**config.mk**
```make
export PLATFORM = sky130hd
export DESIGN_NAME = alu
export DESIGN_NICKNAME = d
export VERILOG_FILES = /design/src/exec_pkg.sv /design/src/alu.sv
export SDC_FILE = /design/constraint.sdc
export NUM_CORES = 1
export LEC_CHECK = 0
export BUFFER_PORTS_ARGS = -buffer_cell sky130_fd_sc_hd__buf_2
export CAP_MARGIN = 30
export CORE_MARGIN = 2
export CORE_UTILIZATION = 25
export DETAILED_ROUTE_END_ITERATION = 8
export SLEW_MARGIN = 0
export SYNTH_ARGS = -nofsm -noshare
export SYNTH_HDL_FRONTEND = slang
export SYNTH_SLANG_ARGS = --single-unit
```
**constraint.sdc**
```tcl
create_clock -name vclk -period 3.18
set_input_delay 0.159 -clock vclk [all_inputs]
set_output_delay 0.159 -clock vclk [all_outputs]
set_load 0.02 [all_outputs]
```
**src/exec_pkg.sv**
```systemverilog
package exec_pkg;

    localparam int XLEN       = 32;
    localparam int PREG_IDX_W = 6;
    localparam int B_MASK_W   = 4;
    localparam int SHAMT_W    = $clog2(XLEN);

    typedef logic [XLEN-1:0]       data_t;
    typedef logic [PREG_IDX_W-1:0] preg_idx_t;
    // One bit per unresolved branch
    typedef logic [B_MASK_W-1:0]   b_mask_t;

    typedef enum logic [3:0] {
        ADD, SUB, AND, OR, XOR, SLL, SRL, SRA, SLT, SLTU
    } alu_op_e;

    // Low word, then high word for signed, signed-by-unsigned and unsigned
    typedef enum logic [1:0] {
        MUL, MULH, MULHSU, MULHU
    } mult_op_e;

    typedef enum logic [2:0] {
        BEQ, BNE, BLT, BGE, BLTU, BGEU, JAL, JALR
    } branch_op_e;

    typedef struct packed {
        logic      valid;
        alu_op_e   op;
        data_t     rs1_value;
        data_t     rs2_value;
        preg_idx_t dest_tag;
        b_mask_t   b_mask;
    } alu_packet_t;

    typedef struct packed {
        logic      valid;
        mult_op_e  op;
        data_t     rs1_value;
        data_t     rs2_value;
        preg_idx_t dest_tag;
        b_mask_t   b_mask;
    } mult_packet_t;

    typedef struct packed {
        logic       valid;
        branch_op_e op;
        data_t      pc;
        data_t      rs1_value;
        data_t      rs2_value;
        data_t      imm;
        logic       pred_taken;
        data_t      pred_target;
        preg_idx_t  dest_tag;
        // One-hot bit this branch owns in the mask
        b_mask_t    b_mask_bit;
    } branch_packet_t;

    typedef struct packed {
        logic      valid;
        preg_idx_t completing_tag;
        data_t     result;
    } cdb_packet_t;

    typedef struct packed {
        logic    valid;
        b_mask_t b_mask_bit;
        logic    mispredict;
        logic    taken;
        data_t   target;
    } branch_reg_t;

endpackage

```
**src/alu.sv**
```systemverilog
`timescale 1ns/1ps

module alu (
    input  exec_pkg::alu_packet_t alu_packet,
    output exec_pkg::cdb_packet_t alu_result
);

    exec_pkg::data_t a;
    exec_pkg::data_t b;
    exec_pkg::data_t r;
    logic [exec_pkg::SHAMT_W-1:0] shamt;

    assign a     = alu_packet.rs1_value;
    assign b     = alu_packet.rs2_value;
    assign shamt = b[exec_pkg::SHAMT_W-1:0];

    always_comb begin
        case (alu_packet.op)
            exec_pkg::ADD:  r = a + b;
            exec_pkg::SUB:  r = a - b;
            exec_pkg::AND:  r = a & b;
            exec_pkg::OR:   r = a | b;
            exec_pkg::XOR:  r = a ^ b;
            exec_pkg::SLL:  r = a << shamt;
            exec_pkg::SRL:  r = a >> shamt;
            exec_pkg::SRA:  r = exec_pkg::data_t'($signed(a) >>> shamt);
            // Set-less-than gives 0 or 1
            exec_pkg::SLT:  r = exec_pkg::data_t'($signed(a) < $signed(b));
            exec_pkg::SLTU: r = exec_pkg::data_t'(a < b);
            default:        r = '0;
        endcase
    end

    always_comb begin
        alu_result.valid          = alu_packet.valid;
        alu_result.completing_tag = alu_packet.dest_tag;
        alu_result.result         = r;
    end

endmodule

```
==> flow_summary.ini, run 1 <==
[sta]
holdWs_ns = 0.318
hold_viol = 0
fin_setup_tns_ns = 0
period_share = 0.968
layout_min_cycle_time_ns = 3.08
slew_headroom = 0.384
finalMaxSlewViolations = 0
worst_slew_pin_slew_ns = 0.914
final-setup-viol-count = 0
fmax_ghz = 0.325
fin_ws_ns = 0.102

[worst_setup_path]
required_ns = 3.02
crit_chain = buf_2, inv_2, buf_4, mux4_2, nand2_1, a21oi_1, nor4_2, a21oi_1, buf_4, a211o_1, nor4_2, o22ai_1, buf_4
path_depth = 13
crit_slowest_cell = mux4_2
startpoint_type = primary input
critPathMostFrequentCell = buf_4
cp_max_fo = 36
crit_type = primary input to output port
path_buf_inv = 5
max_stage_delay_ns = 0.59
cpLargestDelayFamily = buffers and inverters
endpoint_kind = output port
crit_arrival_ns = 2.92
endpoint = alu_result[26]
cp-startpoint = alu_packet[11]

[floorplan]
start_util = 0.254
fp.dieW_um = 186
die_area_um2 = 34500
die_y_um = 186
io_pins = 118
core_um2 = 32500
rows = 66

[pwr]
p_clk_frac = 0
power_mw = 1.98
power_frac_seq = 0
powerDensity_nw_per_um2 = 187
ir_drop_mv = 0.0664
power_switching_mw = 1.19
leakagePower_nw = 4.84
comb_power_share = 1.000
internal_power_mw = 0.791
swShare = 0.600

[route]
dr.pass1.iters = 6
drt_iter0_drc = 1215
drtAntennaViolNets = 0
wl_per_cell_um = 22.3
drc = 0
via_per_inst = 5.81
num_vias = 10975
routed_wl_um = 42100

[layout]
flops_and_latches = 0
syn_to_final_growth_pct = 27.9
clock_buffers = 0
fillers = 3659
nets = 1627
finish.utilization = 0.325
seq_area_um2 = 0
fin_area_um2 = 10600
drive_above_1_share = 0.254
multi_input_area_um2 = 7620
final_cells = 1889

[synthesis]
synth_area_per_cell_um2 = 6.54
synth.distinct_cells = 72
seq_area_frac_synth = 0
ys_warn_count = 0
syn-num-nets = 1442
syn_inst = 1263
syn_area_um2 = 8260

[grt]
grt_pass1_wl_um = 62200
grt-busiest-layer = met2
overflow = 0
grt_pass1_vias = 10322
use_met2 = 0.380
grt_max_degree = 57
track_usage = 0.234
use_met1 = 0.312
antenna_found_initial = 1
grt_use_met3 = 0.0335

[placed_design]
dp_slack_ns = -0.218
postPlaceCellArea_um2 = 10300
placed_cells = 1881
gp_congestion = 1.04
io_buffer_count = 100
hpwl_um = 33700

[hold_path]
hold_start = alu_packet[4]
worstHoldPathCells = 0
worstHoldPathType = primary input to output port

[run_status]
status = finished, final reports clean

[flow_run]
maxCapViolCount = 0

[cts]
ctsHoldBuffers = 0
synth_stat cells (5+ instances only):
library cell | n | area, µm²
nand2b_1 | 7 | 43.8
nor3_1 | 25 | 125
buf_1 | 9 | 33.8
inv_1 | 93 | 349
o311ai_0 | 6 | 52.6
o21a_1 | 8 | 60.1
a21o_1 | 13 | 97.6
a41oi_1 | 8 | 70.1
a211oi_1 | 24 | 180
mux2i_1 | 66 | 661
a211o_1 | 7 | 61.3
buf_4 | 8 | 60.1
o21ai_0 | 116 | 581
nand2_1 | 136 | 510
o22ai_1 | 10 | 62.6
o221ai_1 | 8 | 70.1
xnor2_1 | 18 | 158
mux2_2 | 15 | 169
buf_2 | 11 | 55.1
or3_1 | 10 | 62.6
and2_1 | 7 | 43.8
a221oi_1 | 18 | 158
nor2b_1 | 8 | 50.1
nand3_1 | 25 | 125
xor2_1 | 5 | 43.8
o211ai_1 | 31 | 233
and3_1 | 8 | 50.1
nor2_1 | 108 | 405
a21oi_1 | 134 | 671
a221o_1 | 12 | 120
mux4_2 | 19 | 428
clkbuf_1 | 71 | 267
a21boi_0 | 6 | 45.0
nor4_1 | 11 | 68.8
ha_1 | 98 | 1230
o21bai_1 | 11 | 82.6
a31oi_1 | 14 | 87.6
o31ai_1 | 9 | 67.6
metal layers:
layer	share of wire	vias to the layer above	routed length, µm
li1	-	5006	-
met1	0.41	5253	17200
met2	0.45	610	18900
met3	0.089	106	3730
met4	0.054	0	2290
met5	0	-	0
area by class of cell:
| class | instances | share of cell area |
|---|---|---|
| Inverter | 98 | 0.0348 |
| Tap cell | 442 | 0.0523 |
| Antenna cell | 1 | 0.000237 |
| Multi-Input combinational cell | 1062 | 0.722 |
| Timing Repair Buffer | 286 | 0.191 |
how the worst min path moves through the flow:
| stage | end | slack [ns] |
|---|---|---|
| 2_1_floorplan | alu_result[32] | 0.43 |
| 3_3_place_gp | alu_result[37] | 0.32 |
| 3_5_place_dp | alu_result[37] | 0.32 |
| 4_1_cts | alu_result[37] | 0.32 |
| 5_1_grt | alu_result[35] | 0.32 |
| 6_report | alu_result[32] | 0.32 |
cells by family (layout without fill, tap and decap cells):
kind of cell | Yosys count | after routing | synth area share
buffers and inverters | 201 | 384 | 0.102
adders and majority gates | 100 | 100 | 0.153
AOI/OAI and AO/OA | 474 | 474 | 0.367
other | 0 | 1 | 0
muxes | 105 | 105 | 0.161
xor gates and xnor gates | 23 | 23 | 0.0244
and+or+nand+nor | 360 | 360 | 0.193
cell usage in the layout (no fill, tap or decap), types with 12 or more instances in the layout:
cell type	netlist	final
mux4_2	19	19
ha_1	98	95
a221oi_1	18	18
inv_1	93	93
o21ai_0	116	110
o211ai_1	31	31
buf_2	11	96
a211oi_1	24	22
nor2_1	108	107
buf_4	8	181
xnor2_1	18	18
nand2_1	136	136
a21o_1	13	13
mux2i_1	66	66
mux2_2	15	15
nor3_1	25	23
a31oi_1	14	13
a221o_1	12	12
a21oi_1	134	127
nand3_1	25	25
timing repair:
item / 4_1_cts / 5_1_grt
endpoints found under the setup margin: 8 / 19
pin swaps: 0 / 13
buffers inserted: 0 / 5
gates resized for setup: 8 / 45
gates cloned: 0 / 2
power groups by stage:
stage                     logic, mW  clock network, mW  registers, mW
after floorplan                1.12                  0              0
after global placement         1.85                  0              0
after detailed placement       1.86                  0              0
after CTS                      1.88                  0              0
after global routing           2.12                  0              0
final                          1.98       0.0000000170              0
No activity file was read; power rests on OpenSTA's default activity.
==> run 2: changes to the inputs <==
Settings changed: MAX_ROUTING_LAYER set to met4.
==> run 2 against run 1 <==
  * Worst hold slack is the same
  * First-iteration DRC count up 17%
  * Final cell count rose by 0.58%
  * Sequential cell count did not move
  * Routed wire length is 2.3% higher
  * Count of clock-buffer cells in the layout stayed put
  * Sequential share of layout area is the same
  * Setup slack got worse by 0.038 ns
==> flow_summary.ini, run 2 (synthesized netlist as in run 1, its figures left out) <==
[grt]
track_usage = 0.248
overflow = 0
antenna_found_initial = 1
grt_pass1_wl_um = 63600
grt_max_degree = 57
grt_pass1_vias = 10331

[worst_setup_path]
crit_arrival_ns = 2.96
startpoint_type = primary input
endpoint_kind = output port
required_ns = 3.02
crit_type = primary input to output port
cp_max_fo = 29

[floorplan]
fp.dieW_um = 186
core_um2 = 32500
die_y_um = 186
start_util = 0.254
rows = 66
die_area_um2 = 34500
io_pins = 118

[placed_design]
hpwl_um = 35100
io_buffer_count = 100
gp_congestion = 1.04
placed_cells = 1893

[route]
drc = 0
num_vias = 10949
drtAntennaViolNets = 0
wl_per_cell_um = 22.7
routed_wl_um = 43100
via_per_inst = 5.76
dr.pass1.iters = 5
drt_iter0_drc = 1419

[sta]
fin_setup_tns_ns = 0
finalMaxSlewViolations = 0
final-setup-viol-count = 0
fmax_ghz = 0.321
worst_slew_pin_slew_ns = 0.940
hold_viol = 0
period_share = 0.980
slew_headroom = 0.373
layout_min_cycle_time_ns = 3.12
rsz0062_at_grt = yes

[layout]
final_cell_mix = 190 x buf_4, 135 x nand2_1, 125 x a21oi_1
seq_area_um2 = 0
finish.utilization = 0.327
final_cells = 1900
flops_and_latches = 0
fillers = 3630
nets = 1637
clock_buffers = 0
syn_to_final_growth_pct = 28.6
final_common_cell = buf_4
multi_input_area_um2 = 7660
drive_above_1_share = 0.263

[run_status]
status = finished, final reports clean

[flow_run]
maxCapViolCount = 0

[hold_path]
worstHoldPathType = primary input to output port

[cts]
ctsHoldBuffers = 0
## run 2: cell count changes in the layout (fill, tap and decap cells not counted), sizes merged
| cell | previous run | this run |
|---|---|---|
| clkbuf | 2 | 0 |
| buf | 284 | 296 |
| diode | 1 | 2 |
## run 2: per-layer routing
layer / wire length, µm / vias up / global-route usage
li1: - / 5041 / -
met1: 18900 / 5311 / 0.340
met2: 20000 / 530 / 0.398
met3: 3080 / 67 / 0.0149
met4: 1090 / 0 / 0.0573
met5: 0 / - / -
## run 2: final timing paths
path | startpoint | endpoint | slack [ns] | cells past startpoint
setup / recovery | alu_packet[11] | alu_result[21] | 0.06 | 12
hold / removal | alu_packet[4] | alu_result[32] | 0.32 | 0
## run 2: metrics by stage
stage | instance area, µm² | hold slack, ns | setup WS, ns
after global routing | 10600 | 0.318 | -0.0438
after CTS | 10400 | 0.318 | -0.0366
after global placement | 10300 | 0.318 | -0.368
final | 10600 | 0.318 | 0.0645
after detailed placement | 10300 | 0.318 | -0.263
after floorplan | 8280 | 0.431 | 0.0191
## run 2: cell type report
| cell class | count | area share |
|---|---|---|
| timing repair buffer | 296 | 0.193 |
| inverter | 98 | 0.0346 |
| multi-input combinational | 1062 | 0.720 |
| antenna | 2 | 0.000471 |
| tap | 442 | 0.0520 |
## run 2: timing repair
action,4_1_cts,5_1_grt
pin swaps,0,12
resized for setup,10,53
buffers inserted,0,5
endpoints found under the setup margin,9,22
## run 2: worst max-delay path: stages
cell	delay (ns)
buf_2	0.09
buf_4	0.15
buf_6	0.26
buf_6	0.26
mux4_2	0.35
nand2_1	0.09
nand2_1	0.08
o221ai_1	0.30
a21oi_1	0.16
a2111oi_1	0.59
o21ai_0	0.22
buf_2	0.21
==> run 3: changes to the inputs <==
Settings changed: ABC_AREA set to 1, GPL_ROUTABILITY_DRIVEN set to 0.
==> run 3 against run 2 <==
  * Sequential share of layout area unchanged
  * Final cell count up 39%
  * Via count up 28%
  * Non-clock buffer count down 169
  * Critical path type unchanged
  * Highest routed layer unchanged
  * Setup slack better by 0.28 ns
  * Critical path depth up 5
==> flow_summary.ini, run 3 <==
[sta]
final-setup-viol-count = 0
period_share = 0.890
hold_viol = 0
slew_headroom = 0.463
rsz0062_at_grt = no
layout_min_cycle_time_ns = 2.83
holdWs_ns = 0.318
fin_setup_tns_ns = 0
finalMaxSlewViolations = 0
fin_ws_ns = 0.348
fmax_ghz = 0.353
worst_slew_pin_slew_ns = 0.801

[layout]
clock_buffers = 0
drive_above_1_share = 0.0822
nets = 2298
num_antenna_cells = 0
seq_area_um2 = 0
syn_to_final_growth_pct = 7.97
final_cell_mix = 705 x nand2_1, 413 x nand3_1, 284 x inv_1
final_common_cell = nand2_1
multi_input_area_um2 = 8500
fillers = 4796
flops_and_latches = 0

[synthesis]
seq_area_frac_synth = 0
ys_warn_count = 0
synth_area_per_cell_um2 = 4.87
yosys-top-cells-area = nand2_1 26%, nand3_1 20%, ha_1 12%, inv_1 11%, nor2_1 6.2%
syn-num-nets = 2269
synth_top_area_frac = 0.260
synth.distinct_cells = 46
syn_inst = 2090
synth_commonest_cells = 705 x nand2_1, 413 x nand3_1, 285 x inv_1
syn_area_um2 = 10200
yosysMostFrequentCell = nand2_1
yosysTopAreaCell = nand2_1

[floorplan]
die_area_um2 = 42400
core_um2 = 40000
start_util = 0.255
fp.dieW_um = 206
rows = 73
die_y_um = 206
io_pins = 118

[pwr]
internal_power_mw = 0.529
p_clk_frac = 0
powerDensity_nw_per_um2 = 169
power_frac_seq = 0
leakagePower_nw = 6.26
power_switching_mw = 1.33
swShare = 0.715
ir_drop_mv = 0.0577
comb_power_share = 1.000

[grt]
antenna_found_initial = 0
grt_pass1_wl_um = 71100
grt_pass1_vias = 11859
grt_max_degree = 70
overflow = 0
track_usage = 0.226

[run_status]
status = finished, final reports clean

[worst_setup_path]
crit_type = primary input to output port
crit_arrival_ns = 2.67
endpoint_kind = output port
endpoint = alu_result[0]
cp_max_fo = 5
startpoint_type = primary input
cp-startpoint = alu_packet[42]
required_ns = 3.02

[cts]
cts.repair.resized = 0
ctsHoldBuffers = 0
post_cts_buffers = 0

[placed_design]
io_buffer_count = 100
hpwl_um = 40000
dp_slack_ns = 0.433

[route]
num_vias = 14024
via_per_inst = 5.31
routed_wl_um = 48200
drt_iter0_drc = 2299
drc = 0
wl_per_cell_um = 18.3
drtAntennaViolNets = 0
dr.pass1.iters = 9

[hold_path]
worstHoldPathType = primary input to output port

[flow_run]
maxCapViolCount = 0
run 3: changes by cell type after synthesis, sizes merged, moves of 61 or more:
cell,delta
o21ai,-72
inv,+199
mux2i,-66
nor2,+65
nand3,+392
nand2,+591
clkbuf,-61
run 3: cells by family (layout without fill, tap and decap cells):
| kind of cell | Yosys count | after routing | synth area share |
|---|---|---|---|
| XOR/XNOR | 1 | 1 | 0.000860 |
| AO/OA/AOI/OAI | 205 | 205 | 0.118 |
| AND/OR/NAND/NOR | 1389 | 1389 | 0.591 |
| buffers and inverters | 395 | 422 | 0.166 |
| adder cells (fa/ha/maj) | 100 | 100 | 0.124 |
run 3: worst max-delay path, cell delays in order:
cell and delay [ns]:
buf_2 0.10, inv_1 0.10, ha_1 0.23, fa_1 0.43
nor2_1 0.15, nand2_1 0.07, nand2_1 0.22, nand3_1 0.11
nand2_1 0.20, nand2_1 0.10, nand2_1 0.16, nand2_1 0.15
nand2_1 0.12, nor2_1 0.04, nor2_1 0.09, nand2_1 0.08
buf_2 0.16
run 3: through the flow:
stage          utilization  instances  power (mW)  area, µm²
6_report             0.275       2642        1.85      11000
5_1_grt              0.275       2642        2.02      11000
4_1_cts              0.275       2642        1.79      11000
3_5_place_dp         0.275       2642        1.78      11000
3_3_place_gp         0.275       2642        1.78      11000
2_1_floorplan            -       2090        1.24      10200
run 3: final cells by class:
| class | count | area share |
|---|---|---|
| multi-input combinational | 1695 | 0.773 |
| tap | 525 | 0.0597 |
| timing repair buffer | 127 | 0.0662 |
| inverter | 295 | 0.101 |
run 3: power groups by stage:
stage                     registers, mW  logic (mW)  clock network (mW)
after floorplan                       0        1.24                   0
after global placement                0        1.78                   0
after detailed placement              0        1.78                   0
after CTS                             0        1.79                   0
after global routing                  0        2.02                   0
final                                 0        1.85                   0
run 3: how the worst min path moves through the flow:
stage / startpoint / endpoint / cells after the start
finish: alu_packet[6] / alu_result[34] / 0
global placement: alu_packet[5] / alu_result[33] / 0
floorplan: alu_packet[4] / alu_result[32] / 1
CTS: alu_packet[5] / alu_result[33] / 0
detailed placement: alu_packet[5] / alu_result[33] / 0
global route: alu_packet[5] / alu_result[33] / 0
run 3: routing by layer:
metal  GRT usage  wire [µm]
met2       0.300      18100
met3      0.0459       6830
met5           -          0
met1       0.320      20400
met4       0.105       2900
