==> src/exec_pkg.sv <==
package exec_pkg;

    localparam int XLEN       = 32;
    localparam int PREG_IDX_W = 6;
    localparam int B_MASK_W   = 4;
    localparam int SHAMT_W    = $clog2(XLEN);

    typedef logic [XLEN-1:0]       data_t;
    typedef logic [PREG_IDX_W-1:0] preg_idx_t;
    // One bit per unresolved branch
    typedef logic [B_MASK_W-1:0]   b_mask_t;

    typedef enum logic [3:0] {
        ADD, SUB, AND, OR, XOR, SLL, SRL, SRA, SLT, SLTU
    } alu_op_e;

    // Low word, then high word for signed, signed-by-unsigned and unsigned
    typedef enum logic [1:0] {
        MUL, MULH, MULHSU, MULHU
    } mult_op_e;

    typedef enum logic [2:0] {
        BEQ, BNE, BLT, BGE, BLTU, BGEU, JAL, JALR
    } branch_op_e;

    typedef struct packed {
        logic      valid;
        alu_op_e   op;
        data_t     rs1_value;
        data_t     rs2_value;
        preg_idx_t dest_tag;
        b_mask_t   b_mask;
    } alu_packet_t;

    typedef struct packed {
        logic      valid;
        mult_op_e  op;
        data_t     rs1_value;
        data_t     rs2_value;
        preg_idx_t dest_tag;
        b_mask_t   b_mask;
    } mult_packet_t;

    typedef struct packed {
        logic       valid;
        branch_op_e op;
        data_t      pc;
        data_t      rs1_value;
        data_t      rs2_value;
        data_t      imm;
        logic       pred_taken;
        data_t      pred_target;
        preg_idx_t  dest_tag;
        // One-hot bit this branch owns in the mask
        b_mask_t    b_mask_bit;
    } branch_packet_t;

    typedef struct packed {
        logic      valid;
        preg_idx_t completing_tag;
        data_t     result;
    } cdb_packet_t;

    typedef struct packed {
        logic    valid;
        b_mask_t b_mask_bit;
        logic    mispredict;
        logic    taken;
        data_t   target;
    } branch_reg_t;

endpackage

==> src/branch_unit.sv <==
`timescale 1ns/1ps

module branch_unit (
    input  exec_pkg::branch_packet_t branch_packet,
    output exec_pkg::cdb_packet_t    branch_result,
    output exec_pkg::branch_reg_t    branch_reg_result
);

    exec_pkg::data_t rs1;
    exec_pkg::data_t rs2;
    exec_pkg::data_t jalr_sum;
    exec_pkg::data_t target;
    logic            taken;
    logic            is_jump;

    assign rs1      = branch_packet.rs1_value;
    assign rs2      = branch_packet.rs2_value;
    assign jalr_sum = rs1 + branch_packet.imm;
    assign is_jump  = (branch_packet.op == exec_pkg::JAL) || (branch_packet.op == exec_pkg::JALR);

    // JALR clears bit 0 of its target
    assign target = (branch_packet.op == exec_pkg::JALR) ? {jalr_sum[exec_pkg::XLEN-1:1], 1'b0}
                                                         : branch_packet.pc + branch_packet.imm;

    always_comb begin
        taken = 1'b0;
        case (branch_packet.op)
            exec_pkg::BEQ:  taken = (rs1 == rs2);
            exec_pkg::BNE:  taken = (rs1 != rs2);
            exec_pkg::BLT:  taken = ($signed(rs1) < $signed(rs2));
            exec_pkg::BGE:  taken = ($signed(rs1) >= $signed(rs2));
            exec_pkg::BLTU: taken = (rs1 < rs2);
            exec_pkg::BGEU: taken = (rs1 >= rs2);
            exec_pkg::JAL,
            exec_pkg::JALR: taken = 1'b1;
        endcase
    end

    always_comb begin
        branch_reg_result = '0;
        if (branch_packet.valid) begin
            branch_reg_result.valid      = 1'b1;
            branch_reg_result.b_mask_bit = branch_packet.b_mask_bit;
            branch_reg_result.taken      = taken;
            branch_reg_result.target     = target;
            // Wrong direction, or taken somewhere else
            branch_reg_result.mispredict = (taken != branch_packet.pred_taken) ||
                                           (taken && target != branch_packet.pred_target);
        end
    end

    // Only jumps write a link register
    always_comb begin
        branch_result.valid          = branch_packet.valid && is_jump;
        branch_result.completing_tag = branch_packet.dest_tag;
        branch_result.result         = branch_packet.pc + exec_pkg::data_t'(4);
    end

endmodule

==> config.mk <==
export PLATFORM = sky130hd
export DESIGN_NAME = branch_unit
export DESIGN_NICKNAME = d
export VERILOG_FILES = /design/src/exec_pkg.sv /design/src/branch_unit.sv
export SDC_FILE = /design/constraint.sdc
export NUM_CORES = 1
export LEC_CHECK = 0
export BUFFER_PORTS_ARGS = -buffer_cell sky130_fd_sc_hd__buf_2
export CORE_ASPECT_RATIO = 1.75
export CORE_UTILIZATION = 40
export DETAILED_ROUTE_END_ITERATION = 7
export PLACE_DENSITY = 0.77
export SLEW_MARGIN = 20
export SYNTH_ARGS = -nofsm -noshare
export SYNTH_HDL_FRONTEND = slang
export SYNTH_SLANG_ARGS = --single-unit
==> constraint.sdc <==
create_clock -name vclk -period 10.05
set_input_delay 1.5075 -clock vclk [all_inputs]
set_output_delay 1.5075 -clock vclk [all_outputs]
set_load 0.1 [all_outputs]
==> results of run 1 <==
-- cells in the mapped netlist, drive strengths merged, types with 9 or more instances --
cell type,count
nand4,35
o21ai,62
nand2,100
a21o,25
nor2,75
inv,63
or3,14
a31oi,9
ha,94
mux2i,10
nor2b,17
nand2b,12
and4,9
xnor2,68
nand3,52
nor3,27
o211ai,11
xor2,31
buf,17
and2,18
a21oi,108
a211oi,31
clkbuf,34
and3,15
-- per-layer routing --
layer	vias to the layer above	routed length (um)
met1	4091	9580
met4	2	2540
met3	134	1680
met2	428	14700
li1	4314	-
met5	-	17
-- final cells by class --
type | count | area (um^2) | share of cell area
timing repair buffer | 243 | 1220 | 0.147
inverter | 64 | 240 | 0.0289
tap | 231 | 289 | 0.0348
multi-input combinational | 948 | 6550 | 0.789
-- power breakdown --
part | switching [mW] | leakage [nW] | total [mW] | internal [mW]
logic | 0.520 | 3.92 | 0.741 | 0.221
registers | 0 | 0 | 0 | 0
clock network | 0 | 0 | 0 | 0
-- stage by stage --
step	hold slack (ns)	cells	utilization
after floorplan	3.23	1064	-
after global placement	3.02	1486	0.475
after detailed placement	3.02	1486	0.475
after CTS	3.02	1486	0.475
after global routing	3.02	1486	0.475
final	3.02	1486	0.475
-- kinds of logic after synthesis --
logic type               synth area share
XOR/XNOR                            0.128
multiplexers                       0.0172
AO/OA/AOI/OAI                       0.296
adder cells (fa/ha/maj)             0.171
AND/OR/NAND/NOR                     0.307
buffers and inverters              0.0815
-- cells in the final DEF, fill, tap and decap left out, drive strengths merged, types with 8 or more instances in the layout --
| cell | count |
|---|---|
| o211ai | 11 |
| a21o | 25 |
| nand2 | 100 |
| nor2 | 75 |
| and3 | 15 |
| and4 | 9 |
| a211oi | 31 |
| xor2 | 31 |
| a31oi | 9 |
| nand4 | 35 |
| nand3 | 52 |
| mux2i | 10 |
| and2 | 18 |
| o21ai | 62 |
| nand2b | 12 |
| or3 | 14 |
| nor2b | 17 |
| nor4 | 8 |
| nor3 | 27 |
| xnor2 | 68 |
| a21oi | 108 |
| inv | 63 |
| ha | 94 |
| buf | 243 |
-- worst max-delay path by stage --
stage / slack (ns) / cells after the start / to
final: 3.11 / 14 / branch_reg_result[33]
after floorplan: 2.57 / 10 / branch_reg_result[22]
after global placement: 3.20 / 14 / branch_reg_result[33]
after global routing: 2.94 / 14 / branch_reg_result[33]
after detailed placement: 3.16 / 14 / branch_reg_result[33]
after CTS: 3.16 / 14 / branch_reg_result[33]
==> out/qor.yml, run 1 <==
clock_tree:
  post_cts_resize_count: 0
  post-cts-setup-buffers: 0
  hold_buffers: 0
grt:
  grt_util_met3: 0.0251
  gr-usage-met1: 0.303
  grt.overflow.total: 0
  grt_busiest_layer: "met2"
  grtUsageMet2: 0.573
  grt_pass1_vias: 8533
  antenna_found_initial: 1
  track_usage: 0.305
  grt_max_degree: 57
  grt_pass1_wl_um: 43400
routing:
  ant_nets: 0
  dr.first_iter.drc_count: 548
  drt-total-wl_um: 28500
  dr.pass1.iters: 6
  viasPerCell: 6.04
  route.detailed.drc: 0
  vias: 8969
  wire_per_inst_um: 19.2
setup_path:
  crit_path_max_incr_delay_ns: 0.55
  critPathMaxFanout: 6
  cp_top_family: "compound AO/OA/AOI/OAI gates"
  critical_path.startpoint: "branch_packet[44]"
  required_ns: 8.54
  start_kind: "input pin"
  cp.arrival_ns: 5.43
  criticalPathCategory: "in2out"
  worst_path_most_repeated_cell: "buf_2"
  crit_chain: "buf_2 -> ha_1 -> a211oi_1 -> o21bai_1 -> a221oi_2 -> o211ai_1 -> and3_1 -> a211o_2 -> xnor2_1 -> a22oi_1 -> and4bb_2 -> and4_1 -> a21oi_1 -> buf_2"
  end_kind: "primary output"
  critPathSlowestCell: "a221oi_2"
  cp_num_buf_inv: 2
synth:
  synthTopCellsByArea: "ha_1 (17%), xnor2_1 (8.4%), a21oi_1 (7.5%), nand2_1 (5.2%), o21ai_0 (4.1%)"
  syn-num-nets: 1335
  syn-cell-area_um2: 7120
  synth_top_area_frac: 0.165
  yosys_warnings: 0
  yosysUniqueCellTypes: 88
  synth-seq-area-share: 0
  yosysTopAreaCell: "ha_1"
  syn_area_per_cell_um2: 6.70
  syn_inst: 1064
worst_hold_path:
  hp-start: "branch_packet[7]"
  hold_path_class: "in2out"
  whs_path_depth: 0
  whs_endpoint: "branch_result[35]"
timing:
  fmax_mhz: 144
  slew_headroom: 0.314
  setup_violations: 0
  tns_ns: 0
  min_period_over_period: 0.690
  finalHoldViolCount: 0
  slew_viol_final: 0
  fin_crit_ns: 6.94
  worstMarginPinSlew_ns: 1.02
  fin_ws_ns: 3.11
  grt_setup_unrepaired: "no"
power:
  vdd_drop_max_mv: 0.0768
  power_per_cell_area_nw_per_um2: 89.3
  power.total_mw: 0.741
  p_leak_nw: 3.92
die:
  start_util: 0.408
  die_h_um: 179
  coreArea_um2: 17500
  std_cell_rows: 64
  fp.dieW_um: 103
  io-pin-count: 253
  dieArea_um2: 18400
place:
  dpl_cell_area_um2: 8300
  post-place-ws_ns: 3.16
  place_congestion: 1.02
  place.detailed.hpwl_um: 24200
  numPortBuffers: 241
layout:
  area_growth_pct: 16.5
  design_area_um2: 8300
  n_clock_buffer: 0
  num_antenna_cells: 0
  fillCellCount: 1911
  seq_cells: 0
  seq_area_um2: 0
  drive_gt1_frac: 0.219
  fin_nets: 1528
run_status:
  outcome: "completed"
job:
  max_cap_viol_count: 0
Note: power is estimated with default switching activity, not from simulation.
==> run 2, diff against run 1 <==
ABC_AREA = 1   (was unset)
PLACE_DENSITY = 0.76   (was 0.77)
clock period = 6.8 ns   (was 10.05 ns; I/O delays follow)
==> run 2 against run 1 <==
  * Die area up 9.7%
  * Critical endpoint unchanged
  * Global-route usage up 0.36 points
  * Largest cell class unchanged
  * Total power up 38%
  * Sequential share of layout area unchanged
==> out/qor.yml, run 2 <==
die:
  start_util: 0.408  # about the same
  coreArea_um2: 19200  # was 17500 um^2
  io-pin-count: 253  # unchanged
  dieArea_um2: 20100  # was 18400 um^2
  die_h_um: 187  # was 179 um
  std_cell_rows: 67  # was 64
  fp.dieW_um: 108  # was 103 um
timing:
  slew_headroom: 0.289  # was 0.314
  slew_viol_final: 0  # unchanged
  worstMarginPinSlew_ns: 1.06  # was 1.02 ns
  holdWs_ns: 2.04  # was 3.02 ns
  finalHoldViolCount: 0  # unchanged
  min_period_over_period: 0.740
  tns_ns: 0  # unchanged
  setup_violations: 0  # unchanged
  fin_ws_ns: 1.77  # was 3.11 ns
  fmax_mhz: 199
  grt_setup_unrepaired: "no"  # unchanged
  fin_crit_ns: 5.03
grt:
  track_usage: 0.308  # was 0.305
  grt_pass1_vias: 9860  # was 8533
  grt_pass1_wl_um: 48400  # was 43400 um
  grt.overflow.total: 0  # unchanged
  antenna_found_initial: 0  # was 1
  grt_max_degree: 41  # was 57
place:
  post-place-ws_ns: 1.85  # was 3.16 ns
  dp.cells: 2082  # was 1486
  place.detailed.hpwl_um: 28000  # was 24200 um
  numPortBuffers: 241  # unchanged
  place_congestion: 0.997  # was 1.02
  dpl_cell_area_um2: 9230  # was 8300 um^2
routing:
  viasPerCell: 5.02  # was 6.04
  dr.pass1.iters: 5  # was 6
  wire_per_inst_um: 14.9  # was 19.2 um
  dr.first_iter.drc_count: 554  # was 548
  ant_nets: 0  # unchanged
  route.detailed.drc: 0  # unchanged
  drt-total-wl_um: 31000  # was 28500 um
  vias: 10500  # was 8969
power:
  power_per_cell_area_nw_per_um2: 111  # was 89.3 nW/um^2
  vdd_drop_max_mv: 0.106  # was 0.0768 mV
  p_leak_nw: 6.09  # was 3.92 nW
setup_path:
  critPathMaxFanout: 4  # was 6
  critical_path.startpoint: "branch_packet[43]"  # was branch_packet[44]
  criticalPathCategory: "in2out"  # unchanged
  cp.arrival_ns: 4.01  # was 5.43 ns
  required_ns: 5.78  # was 8.54 ns
  end_kind: "primary output"  # unchanged
  start_kind: "input pin"  # unchanged
synth:
  syn-num-nets: 1889  # was 1335
  ys_top_cells_by_count: "nand2_1 (616), inv_1 (328), nand3_1 (205)"  # was a21oi_1 (107), nand2_1 (98), ha_1 (94)
  yosysUniqueCellTypes: 35  # was 88
  synth_most_common_cell: "nand2_1"  # was a21oi_1
  yosysTopAreaCell: "nand2_1"  # was ha_1
  synth_top_area_frac: 0.295  # was 0.165
  syn_inst: 1618  # was 1064
  synthTopCellsByArea: "nand2_1 (30%), inv_1 (16%), ha_1 (15%), nand3_1 (13%), nor2_1 (7.0%)"  # was ha_1 (17%), xnor2_1 (8.4%), a21oi_1 (7.5%), nand2_1 (5.2%), o21ai_0 (4.1%)
  syn-cell-area_um2: 7830  # was 7120 um^2
  synth-seq-area-share: 0  # unchanged
  yosys_warnings: 0  # unchanged
  syn_area_per_cell_um2: 4.84  # was 6.70 um^2
layout:
  layout.cells.non_filler: 2082  # was 1486
  fin_nets: 2114  # was 1528
  design_area_um2: 9230  # was 8300 um^2
  num_antenna_cells: 0  # unchanged
  fillCellCount: 2168  # was 1911
  n_clock_buffer: 0  # unchanged
  area_growth_pct: 17.9  # was 16.5%
  seq_area_um2: 0  # unchanged
  multiInputGateArea_um2: 6470  # was 6550 um^2
  drive_gt1_frac: 0.141  # was 0.219
  layout_commonest_cell: "nand2_1"  # was buf_2
  layout_common_cells: "nand2_1 (616), inv_1 (328), buf_2 (241), nand3_1 (205), nor2_1 (146)"  # was buf_2 (241), a21oi_1 (107), nand2_1 (98), ha_1 (94), nor2_1 (75)
  seq_cells: 0  # unchanged
worst_hold_path:
  hold_path_class: "in2out"  # unchanged
  hp-start: "branch_packet[5]"  # was branch_packet[7]
run_status:
  outcome: "completed"  # unchanged
clock_tree:
  post-cts-setup-buffers: 0  # unchanged
  post_cts_resize_count: 0  # unchanged
  hold_buffers: 0  # unchanged
job:
  max_cap_viol_count: 0  # unchanged
[run 2: cell count changes after synthesis, sizes merged, moves of 42 or more]
cell   previous run  this run
a21oi           108        66
inv              63       328
nand2           100       620
nand3            52       209
nor2             75       147
o21ai            62         7
xnor2            68        12
[run 2: kinds of logic (layout without fill, tap and decap cells)]
group | count (synthesis) | count (layout) | share of synthesized area
XOR/XNOR | 30 | 30 | 0.0336
buffers and inverters | 349 | 572 | 0.173
AND/OR/NAND/NOR | 1062 | 1062 | 0.584
AO/OA/AOI/OAI | 81 | 81 | 0.0544
adder cells (fa/ha/maj) | 96 | 96 | 0.155
[run 2: path summary, 6_finish.rpt]
kind | endpoint | slack (ns) | cells after the start
min | branch_result[33] | 2.04 | 0
max | branch_reg_result[33] | 1.77 | 23
[run 2: where the power goes]
group	internal (mW)	total, mW	switching (mW)	leakage [nW]
clock	0	0	0	0
sequential	0	0	0	0
combinational	0.272	1.02	0.751	6.09
[run 2: layout make-up]
type               instances  area share
inverters                329       0.134
multi-input cells       1269       0.701
well taps                241      0.0327
repair buffers           243       0.132
[run 2: worst max-delay path, cell delays in order]
cell     delay (ns)
buf_2          0.11
ha_1           0.25
inv_1          0.08
fa_1           0.39
inv_1          0.12
nand2_1        0.08
nand2_1        0.08
nand3_1        0.09
nand2_1        0.11
nand2_1        0.10
nand2_1        0.17
nand2_1        0.11
nand3_1        0.09
nand3_1        0.11
nand3_1        0.11
nand2_1        0.05
nor2_1         0.13
nand2_1        0.09
nor2_1         0.09
nand2_1        0.05
nor2_1         0.21
nor2_1         0.07
buf_2          0.30
[run 2: per-stage QoR]
step	total power, mW	utilization
final	1.02	0.481
after global routing	1.12	0.481
after CTS	1.02	0.481
after detailed placement	1.01	0.481
after global placement	1.00	0.481
after floorplan	0.772	-
[run 2: per-layer routing]
layer  vias to the layer above  routed length [um]  global-route usage
li1                       5493                   -                   -
met1                      4502               10900               0.306
met2                       363               15100               0.560
met3                       102                1510              0.0199
met4                         0                3470               0.278
met5                         -                   0                   0
==> run 3, diff against run 2 <==
ABC_AREA = 0   (was 1)
PLACE_DENSITY = 0.77   (was 0.76)
clock period = 4.8 ns   (was 6.8 ns; I/O delays follow)
==> run 3 against run 2 <==
  * Cell area grew 5.2%
  * Non-clock buffer count grew 142
  * Hold slack lost 0.60 ns
  * Critical path depth shrank 7
==> out/qor.yml, run 3 (synthesis gave the netlist of run 1 again) <==
routing:
  route.detailed.drc: 0  # unchanged
  dr.pass1.iters: 5  # unchanged
  wire_per_inst_um: 18.3  # was 14.9 um
  viasPerCell: 5.92  # was 5.02
  drt-total-wl_um: 29800  # was 31000 um
  ant_nets: 0  # unchanged
  vias: 9644  # was 10500
  dr.first_iter.drc_count: 415  # was 554
setup_path:
  cp_top_family: "compound AO/OA/AOI/OAI gates"  # was simple AND/OR/NAND/NOR gates
  start_kind: "input pin"  # unchanged
  cp.arrival_ns: 3.96  # was 4.01 ns
  end_kind: "primary output"  # unchanged
  crit_path_max_incr_delay_ns: 0.36  # was 0.39 ns
  critPathSlowestCell: "ha_1"  # was fa_1
  criticalPathCategory: "in2out"  # unchanged
  critPathMaxFanout: 8  # was 4
  required_ns: 4.08  # was 5.78 ns
  cp_num_buf_inv: 4  # unchanged
  crit_chain: "buf_2 -> ha_1 -> buf_4 -> a211o_2 -> a211oi_2 -> a21oi_4 -> buf_4 -> nor3_1 -> nor3b_2 -> a31oi_4 -> xor2_1 -> o21ai_0 -> and4bb_2 -> and4_4 -> a21oi_4 -> buf_12"  # was buf_2 -> ha_1 -> inv_1 -> fa_1 -> inv_1 -> nand2_1 -> nand2_1 -> nand3_1 -> nand2_1 -> nand2_1 -> nand2_1 -> nand2_1 -> nand3_1 -> nand3_1 -> nand3_1 -> nand2_1 -> nor2_1 -> nand2_1 -> nor2_1 -> nand2_1 -> nor2_1 -> nor2_1 -> buf_2
  path_depth: 16  # was 23
layout:
  seq_cells: 0  # unchanged
  seq_area_um2: 0  # unchanged
  area_growth_pct: 36.2  # was 17.9%
  post-route-util: 0.556  # was 0.481
  layout_commonest_cell: "buf_2"  # was nand2_1
  fin_nets: 1670  # was 2114
  layout.cells.non_filler: 1629  # was 2082
  layout_common_cells: "buf_2 (233), buf_4 (144), a21oi_1 (102), nand2_1 (98), ha_1 (94)"  # was nand2_1 (616), inv_1 (328), buf_2 (241), nand3_1 (205), nor2_1 (146)
  drive_gt1_frac: 0.326  # was 0.141
  n_clock_buffer: 0  # unchanged
place:
  place_congestion: 0.985  # was 0.997
  dp.cells: 1625  # was 2082
  place.detailed.hpwl_um: 25700  # was 28000 um
  numPortBuffers: 241  # unchanged
timing:
  tns_ns: 0  # unchanged
  setup_violations: 0  # unchanged
  finalHoldViolCount: 0  # unchanged
  holdWs_ns: 1.44  # was 2.04 ns
  slew_headroom: 0.481  # was 0.289
  min_period_over_period: 0.976
  slew_viol_final: 0  # unchanged
  fmax_mhz: 214
  fin_crit_ns: 4.68
  worstMarginPinSlew_ns: 0.771  # was 1.06 ns
power:
  clock_power_share: 0  # about the same
  vdd_drop_max_mv: 0.138  # was 0.106 mV
  comb_power_share: 1.000  # about the same
  p_leak_nw: 4.67  # was 6.09 nW
  power_per_cell_area_nw_per_um2: 185  # was 111 nW/um^2
  p_int_mw: 0.638  # was 0.272 mW
  p_sw_mw: 1.16  # was 0.751 mW
  seqPwrFrac: 0  # about the same
  swShare: 0.644  # was 0.734
  power.total_mw: 1.79  # was 1.02 mW
worst_hold_path:
  hp-start: "branch_packet[4]"  # was branch_packet[5]
  hold_path_class: "in2out"  # unchanged
  whs_endpoint: "branch_result[32]"  # was branch_result[33]
  whs_path_depth: 0  # unchanged
die:
  coreArea_um2: 17500  # was 19200 um^2
  std_cell_rows: 64  # was 67
  die_h_um: 179  # was 187 um
  fp.dieW_um: 103  # was 108 um
  dieArea_um2: 18400  # was 20100 um^2
  io-pin-count: 253  # unchanged
  start_util: 0.408  # about the same
grt:
  grt_pass1_wl_um: 45100  # was 48400 um
  antenna_found_initial: 1  # was 0
  grt_max_degree: 53  # was 41
  grt.overflow.total: 0  # unchanged
  track_usage: 0.316  # was 0.308
  grt_pass1_vias: 9340  # was 9860
clock_tree:
  hold_buffers: 0  # unchanged
job:
  max_cap_viol_count: 0  # unchanged
run_status:
  outcome: "completed"  # unchanged
run 3: through the flow:
step	instance area [um^2]	setup WS (ns)
floorplan	7190	0.0633
global placement	9510	-0.208
detailed placement	9510	-0.263
CTS	9560	0.0228
global route	9710	-0.0417
finish	9710	0.118
run 3: area by class of cell:
class / instances / area [um^2]
antenna: 1 / 2.50
fill: 1788 / 7750
tap: 231 / 289
timing repair buffer: 385 / 2410
inverter: 64 / 240
multi-input combinational: 948 / 6770
run 3: worst max path at each step:
stage	startpoint	end	slack (ns)
2_1_floorplan	branch_packet[44]	branch_reg_result[28]	0.06
3_3_place_gp	branch_packet[44]	branch_reg_result[33]	-0.21
3_5_place_dp	branch_packet[44]	branch_reg_result[33]	-0.26
4_1_cts	branch_packet[51]	branch_reg_result[33]	0.02
5_1_grt	branch_packet[104]	branch_reg_result[33]	-0.04
6_report	branch_packet[51]	branch_reg_result[33]	0.12
run 3: power groups by stage:
stage	registers (mW)	logic (mW)	clock network, mW
CTS	0	1.74	0
global route	0	1.91	0.0000000278
floorplan	0	1.20	0
finish	0	1.79	0.0000000279
global placement	0	1.71	0
detailed placement	0	1.73	0
run 3: timing repair:
| action | 4_1_cts | 5_1_grt |
|---|---|---|
| setup endpoints to repair | 1 | 1 |
| setup buffers | 0 | 3 |
| pin swaps | 2 | 16 |
| hold endpoints to repair | 0 | 0 |
| resized for setup | 9 | 31 |
run 3: routing by layer:
metal	routed length (um)	up-vias	GRT usage
li1	-	4598	-
met1	9750	4429	0.291
met2	15400	443	0.594
met3	1670	174	0.0384
met4	3060	0	0.274
met5	0	-	0
